### config.mk
export PLATFORM = sky130hd
export DESIGN_NAME = operand_ready_gather
export DESIGN_NICKNAME = d
export VERILOG_FILES = /design/src/source/pvt_pkg.sv /design/src/source/operand_ready_gather.sv
export VERILOG_INCLUDE_DIRS = /design/src /design/src/include
export SDC_FILE = /design/constraint.sdc
export NUM_CORES = 1
export LEC_CHECK = 0
export BUFFER_PORTS_ARGS = -buffer_cell sky130_fd_sc_hd__clkbuf_2
export CAP_MARGIN = 20
export CELL_PAD_IN_SITES_DETAIL_PLACEMENT = 1
export CELL_PAD_IN_SITES_GLOBAL_PLACEMENT = 1
export CORE_AREA = 2 2 39 41
export DETAILED_ROUTE_END_ITERATION = 8
export DIE_AREA = 0 0 41 43
export HOLD_SLACK_MARGIN = 0.15
export PLACE_DENSITY = 0.66
export SYNTH_ARGS = -nofsm -noshare
export SYNTH_HDL_FRONTEND = slang
export SYNTH_SLANG_ARGS = --single-unit
### constraint.sdc
create_clock -name clka -period 0.8 [get_ports clka]
set_input_delay 0.16 -clock clka [delete_from_list [all_inputs] [get_ports clka]]
set_output_delay 0.16 -clock clka [all_outputs]
set_load 0.02 [all_outputs]
### src/include/pvt_defines.svh
// Physical register valid tracker sizes
// Shared by the package and every block of the tracker

`ifndef PVT_DEFINES_SVH
`define PVT_DEFINES_SVH

// ========================================
// Storage shape
// ========================================

// Physical registers per checkpoint
`define PVT_PREGS 64

// Rename checkpoints, one valid table each
`define PVT_NCHECK 4

// ========================================
// Port counts
// ========================================

// Write ports, one bank per port
`define PVT_NWPORT 4

// Read ports, two per instruction (source A, source B)
`define PVT_NRPORT 8

// Instructions per read group, half of PVT_NRPORT
`define PVT_NINST 4

`endif

### src/source/pvt_pkg.sv
// Types for the physical register valid tracker
// Register, checkpoint and bank numbers plus the read result word

`include "pvt_defines.svh"

package pvt_pkg;

   // ========================================
   // Index types
   // ========================================

   // Physical register number
   typedef logic [$clog2(`PVT_PREGS)-1:0] pregno_t;

   // Checkpoint number
   typedef logic [$clog2(`PVT_NCHECK)-1:0] chkno_t;

   // Bank holding the latest value of an entry (the LVT entry)
   typedef logic [$clog2(`PVT_NWPORT)-1:0] bankno_t;

   // ========================================
   // Read result word
   // ========================================

   // Same bits seen two ways
   // ports view has bit p as the valid bit of read port p
   // pairs view has pairs[k][0] as source A and pairs[k][1] as source B of instruction k
   typedef union packed {
      logic [`PVT_NRPORT-1:0]     ports;   // Written by the RAM
      logic [`PVT_NINST-1:0][1:0] pairs;   // Read by the gather block
   } valid_word_u;

endpackage

### src/source/operand_ready_gather.sv
// Operand ready gathering
// Turns the RAM read word into per-source valid bits and per-instruction ready

`include "pvt_defines.svh"

module operand_ready_gather (
   input  logic                          clka,
   input  logic                          rst_n,
   input  pvt_pkg::valid_word_u          rd_word,      // Registered by the RAM
   input  logic                          rd_hit,
   input  logic [`PVT_NINST-1:0]         rd_one_src,   // Same cycle as rd_stb
   output logic                          rdy_stb,
   output logic [`PVT_NRPORT-1:0]        src_valid,
   output logic [`PVT_NINST-1:0]         inst_rdy
);

   logic [`PVT_NINST-1:0] one_src_q;   // Lined up with rd_word

   // ========================================
   // Alignment
   // ========================================

   // RAM result lands one cycle after the address
   always_ff @(posedge clka) begin
      if (!rst_n) begin
         one_src_q <= '0;
      end else begin
         one_src_q <= rd_one_src;
      end
   end

   // ========================================
   // Readiness
   // ========================================

   assign rdy_stb   = rd_hit;          // Fixed latency of one
   assign src_valid = rd_word.ports;   // Per read port

   // Source A always counts, source B unless one-source
   always_comb begin
      for (int k = 0; k < `PVT_NINST; k++) begin
         inst_rdy[k] = rd_word.pairs[k][0] & (rd_word.pairs[k][1] | one_src_q[k]);
      end
   end

endmodule

==> qor.txt <==
Synthesized area - 203 µm²
Largest net degree at the start of global routing - 5
Worst hold path type - in -> reg
Post-synthesis compound-gate area fraction - 0.148
Layout Utilization - 0.259
Worst ir drop on vdd - 0.720 mV
Crit path largest cell delay - 290 ps
Buffers & Inverters on Critical Path - 1
Xor/xnor share of the synthesized area - 0
TritonCTS clock tree - done
CP required - 640 ps
Final min period - 998 ps
LEAKAGE - 0.000187 µW
Vias in the first global route - 216
Die Y - 43 µm
Setup violators final - 4
Rows - 14
Post-synthesis net count - 36
Fraction of layout cells with a size suffix above 1 - 0.634
Width of the die - 41 µm
Post-route ant nets - 0
Design Power - 624 µW
Routability Congestion - 0.491
CP Data Arrival Time - 840 ps
Drt first pass iters - 1
Routed WL - 479 µm
Simple-gate share of the synthesized area - 0.123
Critical path class - reg -> out
Initial core utilization - 0.146
Area contributors post-synth - dfxtp_1 40%, buf_4 33%, o21a_1 15%
Area fraction of the dominant cell type after synthesis - 0.395
Multiplexer share of the synthesized area - 0
Final Max Slew Viols - 0
Worst setup SP type - flip-flop
Grt total ovfl - 0
Outcome - complete, but fails checks
Reg clk slew, reported paths - 40 ps
Clk root buf - clkbuf_4
I/O Buffers - 25
Maximum capacitance violations - 0
Final worst setup slack - -198 ps
H-tree levels - 1
Endpoint, Worst Hold - one_src_q[1]
Largest reg by FF count - one_src_q
Power density cells - 1740 nW/µm²
Largest register FFs - 4
CP max-delay cell - dfxtp_1
Worst Hold Depth - 2
Initial antenna violation count - 0
Via count - 197
Worst hold slack - 145 ps
Cell Chain, Critical Path - o21a_1 > clkbuf_8
Nets@finish - 58
Setup TNS - -779 ps
DRC - 0
First-pass GRT wire length - 793 µm
Cell taking the most area after synthesis - dfxtp_1
DRT iter0 DRCs - 0
Pre-CTS setup slack - 32.3 ps
Ant diodes - 0
Io pins - 28
Worst Path Max Fanout - 1
Fmax - 1000 MHz
Sequential fraction of the synthesis area - 0.395
Clk buf depth - 2
P&R area growth vs syn - 76.5%
Crit-path leading delay family - flip-flops
Violated checks - setup timing
Main combinational cell family by area after synthesis - buffers and inverters
Crit share post-route - 1.25
Setup Fix Bufs, Post-CTS - 0
Via-to-Cell Ratio - 3.46
Post-synthesis cell type count - 4
Core Region - 1380 µm²
Avg WL per Cell - 8.40 µm
CTS sink cnt - 4
Die ar. - 1760 µm²
Worst-Margin Slew - 124 ps
Gate Count Post-Synth - 21
Post-synthesis adder-cell area fraction - 0
Cts hold-fix bufs - 3
Hold wc startpoint - rd_one_src[1]
Headroom to the max-slew limit - 0.918
Top Registers - one_src_q x4
Avg Inst Size Synth - 9.65 µm²
Number of synthesis warnings - 0
Inserted Clock Buffers - 3
Flip-flop and latch area - 80.1 µm²
RSZ-0062 raised after global routing - yes
Number of filler cells placed in the layout - 167
Worst setup EP type - output pin
Synth Register Bits - 4
Endpoints failing hold - 0
Multi-input logic area - 55.1 µm²
Total track usage - 0.0733
[layout by cell type, fill, tap and decap left out]
cell | Yosys | layout
clkbuf_2 | 0 | 19
o21a_1 | 4 | 4
and2_1 | 4 | 4
dfxtp_1 | 4 | 4
clkbuf_8 | 0 | 4
clkbuf_4 | 0 | 3
dlygate4sd3_1 | 0 | 3
[per-layer routing]
metal / vias up / global-route usage / wire length (µm)
met2: 18 / 0.116 / 242
met4: 0 / 0.00667 / 0
met1: 79 / 0.0547 / 159
met5: - / 0 / 0
li1: 100 / - / -
met3: 0 / 0.0942 / 77
[where the power goes]
part	internal (µW)	total [µW]	switching (µW)
registers	211	215	3.26
clock network	168	251	82.7
logic	83.0	159	75.9
total	462	624	162
[repair_timing]
| item | CTS | global route |
|---|---|---|
| endpoints found under the setup margin | 4 | 6 |
| pin swaps | 4 | 0 |
| resized for setup | 8 | 0 |
| hold endpoints to repair | 4 | 1 |
[stage by stage]
step	cell area, µm²	cells
after floorplan	203	21
after CTS	368	59
after global routing	358	57
final	358	57
after detailed placement	280	53
after global placement	280	53
[worst max-delay path by stage]
| stage | depth (start not counted) | slack (ps) | from | endpoint |
|---|---|---|---|---|
| final | 2 | -200 | one_src_q[0] | inst_rdy[0] |
| after detailed placement | 2 | 30 | one_src_q[2] | inst_rdy[2] |
| after global placement | 2 | 30 | one_src_q[2] | inst_rdy[2] |
| after global routing | 2 | -240 | one_src_q[0] | inst_rdy[0] |
| after floorplan | 1 | 120 | one_src_q[0] | inst_rdy[0] |
| after CTS | 2 | -210 | one_src_q[0] | inst_rdy[0] |
[Yosys cell counts]
cell type,number
buf_4,9
dfxtp_1,4
o21a_1,4
and2_1,4
[cell type report]
| cell class | instances | share of cell area |
|---|---|---|
| tap | 16 | 0.0559 |
| clock buffer | 3 | 0.0629 |
| multi-input combinational | 8 | 0.154 |
| sequential | 4 | 0.224 |
| timing repair buffer | 26 | 0.503 |
[cells by family after synthesis]
family | count (synthesis)
buf+inv | 9
simple gates | 4
flops | 4
compound gates | 4
No activity file was read; power rests on OpenSTA's default activity.
