==> config.mk <==
export PLATFORM = sky130hd
export DESIGN_NAME = valid_write_stage
export DESIGN_NICKNAME = d
export VERILOG_FILES = /design/src/source/pvt_pkg.sv /design/src/source/valid_write_stage.sv
export VERILOG_INCLUDE_DIRS = /design/src /design/src/include
export SDC_FILE = /design/constraint.sdc
export NUM_CORES = 1
export LEC_CHECK = 0
export BUFFER_PORTS_ARGS = -buffer_cell sky130_fd_sc_hd__buf_2
export CORE_ASPECT_RATIO = 1.75
export CORE_MARGIN = 2
export CORE_UTILIZATION = 25
export CTS_BUF_LIST = sky130_fd_sc_hd__clkbuf_4
export CTS_CLUSTER_SIZE = 10
export DETAILED_ROUTE_END_ITERATION = 7
export GPL_TIMING_DRIVEN = 0
export PLACE_DENSITY = 0.6
export SETUP_SLACK_MARGIN = 0.3
export SLEW_MARGIN = 30
export SYNTH_ARGS = -nofsm -noshare
export SYNTH_HDL_FRONTEND = slang
export SYNTH_SLANG_ARGS = --single-unit
export TNS_END_PERCENT = 50
==> constraint.sdc <==
create_clock -name clka -period 2.3 [get_ports clka]
set_clock_uncertainty 0.2 [all_clocks]
set_input_delay 0.23 -clock clka [delete_from_list [all_inputs] [get_ports clka]]
set_output_delay 0.23 -clock clka [all_outputs]
set_load 0.02 [all_outputs]
==> src/include/pvt_defines.svh <==
// Physical register valid tracker sizes
// Shared by the package and every block of the tracker

`ifndef PVT_DEFINES_SVH
`define PVT_DEFINES_SVH

// ========================================
// Storage shape
// ========================================

// Physical registers per checkpoint
`define PVT_PREGS 64

// Rename checkpoints, one valid table each
`define PVT_NCHECK 4

// ========================================
// Port counts
// ========================================

// Write ports, one bank per port
`define PVT_NWPORT 4

// Read ports, two per instruction (source A, source B)
`define PVT_NRPORT 8

// Instructions per read group, half of PVT_NRPORT
`define PVT_NINST 4

`endif

==> src/source/pvt_pkg.sv <==
// Types for the physical register valid tracker
// Register, checkpoint and bank numbers plus the read result word

`include "pvt_defines.svh"

package pvt_pkg;

   // ========================================
   // Index types
   // ========================================

   // Physical register number
   typedef logic [$clog2(`PVT_PREGS)-1:0] pregno_t;

   // Checkpoint number
   typedef logic [$clog2(`PVT_NCHECK)-1:0] chkno_t;

   // Bank holding the latest value of an entry (the LVT entry)
   typedef logic [$clog2(`PVT_NWPORT)-1:0] bankno_t;

   // ========================================
   // Read result word
   // ========================================

   // Same bits seen two ways
   // ports view has bit p as the valid bit of read port p
   // pairs view has pairs[k][0] as source A and pairs[k][1] as source B of instruction k
   typedef union packed {
      logic [`PVT_NRPORT-1:0]     ports;   // Written by the RAM
      logic [`PVT_NINST-1:0][1:0] pairs;   // Read by the gather block
   } valid_word_u;

endpackage

==> src/source/valid_write_stage.sv <==
// Write staging for the valid tracker
// Drops lower-port writes that collide on the same entry, then registers the rest

`include "pvt_defines.svh"

module valid_write_stage (
   input  logic                                  clka,
   input  logic                                  rst_n,
   input  logic             [`PVT_NWPORT-1:0]    wr_stb,    // One strobe per port
   input  pvt_pkg::chkno_t  [`PVT_NWPORT-1:0]    wr_chk,
   input  pvt_pkg::pregno_t [`PVT_NWPORT-1:0]    wr_preg,
   input  logic             [`PVT_NWPORT-1:0]    wr_val,    // 0 on allocate, 1 on writeback
   output logic             [`PVT_NWPORT-1:0]    ram_we,
   output pvt_pkg::chkno_t  [`PVT_NWPORT-1:0]    ram_wc,
   output pvt_pkg::pregno_t [`PVT_NWPORT-1:0]    ram_wa,
   output logic             [`PVT_NWPORT-1:0]    ram_wd
);

   logic [`PVT_NWPORT-1:0] wr_win;   // Strobes that survive conflict check

   // ========================================
   // Conflict resolution
   // ========================================

   // A port loses if any higher strobed port names the same entry
   always_comb begin
      for (int i = 0; i < `PVT_NWPORT; i++) begin
         wr_win[i] = wr_stb[i];
         for (int j = i + 1; j < `PVT_NWPORT; j++) begin
            if (wr_stb[j] && (wr_chk[j] == wr_chk[i]) && (wr_preg[j] == wr_preg[i])) begin
               wr_win[i] = 1'b0;   // Higher port overrides
            end
         end
      end
   end

   // ========================================
   // Staging registers
   // ========================================

   // Write enables, cleared by reset
   always_ff @(posedge clka) begin
      if (!rst_n) begin
         ram_we <= '0;
      end else begin
         ram_we <= wr_win;
      end
   end

   // Address and data follow the strobe, qualified by ram_we downstream
   always_ff @(posedge clka) begin
      ram_wc <= wr_chk;
      ram_wa <= wr_preg;
      ram_wd <= wr_val;
   end

endmodule

==> flow_summary.ini <==
[die]
die-area_um2 = 6060
io_pins = 82
coreArea_um2 = 5260
start_util_pct = 25.9
die_h_um = 102
die_x_um = 59.7
rows = 35

[clock_tree]
cts_made_buffers = 5
postCtsSetupBuffers = 0
cts.sinks = 40
htreeDepth = 2
cts_tree = built
clockBufferDepth = 2
cts_resized = 0
cts_hold_buf = 40
clk_pin_slew_worst_paths_ns = 0.10
root_buffer = clkbuf_4

[cells_and_area]
n_fill_cell = 523
synthToLayoutAreaGrowth_pct = 68.0
n_antenna_cell = 0
stdcell_count = 294
drive_gt1_share_pct = 36.8
nets = 281
area.sequential_um2 = 801
multi_input_area_um2 = 558

[synth]
yosysUniqueCellTypes = 12
synth_area_leaders = dfxtp_1, xor2_1, xnor2_1
synth-edff-count = 0
yosys.area.top_type = dfxtp_1
ys_seq_elements = 40
synth_top_area_share_pct = 58.9
netlist_instances = 111
syn_nets = 153
ys_seq_area_share_pct = 58.9
ys_async_sr_fraction_pct = 0
ys.flop_type = dfxtp_1
synth_most_common_cell = dfxtp_1
netlist_area_um2 = 1360
syn_avg_cell_area_um2 = 12.2
yosys_warnings = 0
yosys-top-cells-count = dfxtp_1, xor2_1, xnor2_1

[grt]
grt_max_degree = 12
grt_pass1_wl_um = 6050
track_usage_pct = 13.5
grt_overflow = 0
antenna_found_initial = 0
grt_pass1_vias = 1334

[timing]
finalWorstSetupSlack_ns = 0.587
grt_setup_unrepaired = false
max_slew_margin_pct = 76.7
period_minus_slack_ns = 1.71
finalMaxSlewViolations = 0
setup_viol = 0
hold_viol_final = 0
hold_slack_ns = 0.0845
worst_pin_slew_ns = 0.347
fin_crit_sh_pct = 74.5
finalSetupTns_ns = 0
fmax_mhz = 584

[job]
cap_violations = 0

[power]
p_int_mw = 0.993
power_frac_clock_pct = 24.7
switching_share_pct = 27.3
p_sw_mw = 0.374
seqPwrFrac_pct = 53.9
pwr-share-comb_pct = 21.4
power_density_nw_per_um2 = 598
p_leak_nw = 1.07
irDropWorstVdd_uv = 283

[routing]
drc_errors = 0
wirelength_um = 3910
vias_per_cell = 4.14
dr.pass1.iters = 3
ant_nets = 0
drtIter0Drc = 30
wl_per_cell_um = 13.3
vias = 1218

[place]
pre_cts_slack_ns = 0.774
portBuffers = 81
place_hpwl_um = 2800
place_inst = 247
gp_congestion = 0.751

[setup_path]
worstPathRequired_ns = 2.33
cp.arrival_ns = 1.74
path_max_fanout = 4
startpoint_type = input pin
crit_type = input pin to register
setup.worst_path.end_class = register

[worst_hold_path]
min-delay-path-class = input pin to register
holdPathStages = 4

[status]
status = finished clean
## power by group through the flow
stage | clock, mW | sequential [mW] | combinational [mW]
global route | 0.388 | 0.741 | 0.317
CTS | 0.352 | 0.737 | 0.295
detailed placement | 0 | 0.752 | 0.241
floorplan | 0 | 0.804 | 0.0674
finish | 0.337 | 0.737 | 0.292
global placement | 0 | 0.752 | 0.241
## routing by layer
layer / part of all wire [%] / track usage [%] / wire (um) / up-vias
li1: - / - / - / 625
met1: 36 / 13.4 / 1410 / 537
met2: 57 / 25.4 / 2230 / 50
met3: 4.7 / 2.55 / 185 / 6
met4: 1.9 / 6.50 / 76 / 0
met5: 0 / 0 / 0 / -
## path summary, 6_finish.rpt
path	start	end	slack (ns)
hold / removal	wr_stb[0]	ram_we[0]$_SDFF_PP0_	0.08
setup / recovery	wr_preg[2]	ram_we[0]$_SDFF_PP0_	0.59
## registers in the layout, indices dropped and copies added (netlist names)
| name | flops |
|---|---|
| ram_wc | 8 |
| ram_wa | 24 |
| ram_we | 4 |
| ram_wd | 4 |
## per-stage QoR
stage / utilization (%) / total power [mW] / area (um2)
2_1_floorplan: - / 0.871 / 1360
3_3_place_gp: 34.9 / 0.993 / 1830
3_5_place_dp: 34.9 / 0.993 / 1830
4_1_cts: 43.5 / 1.38 / 2280
5_1_grt: 43.5 / 1.45 / 2280
6_report: 43.5 / 1.37 / 2280
## layout make-up
type	count	share of cell area [%]
multi-input combinational	71	24.4
clock inverter	1	0.219
tap	55	3.01
timing repair buffer	121	35.3
sequential	40	35.1
clock buffer	6	1.97
## kinds of logic after synthesis
kind of cell	Yosys count	share of synthesized area, %
AOI/OAI and AO/OA	2	1.11
xor gates and xnor gates	48	30.9
DFF	40	58.9
and+or+nand+nor	21	9.02
## cell usage in the layout, fill, tap and decap left out, types with 2 or more instances in the layout
master	netlist	layout
nand2_1	2	2
dlygate4sd3_1	0	40
xnor2_1	10	10
dfxtp_1	40	40
nor4_1	6	6
nor3_1	5	5
xor2_1	38	38
nand4_1	5	5
buf_2	0	81
clkbuf_4	0	6
## critical path, stage by stage
cell           delay, ns
dlygate4sd3_1       0.53
buf_2               0.16
xor2_1              0.16
nor4_1              0.36
nand4_1             0.12
and3_1              0.18
Power figures use the tool's default switching activity.
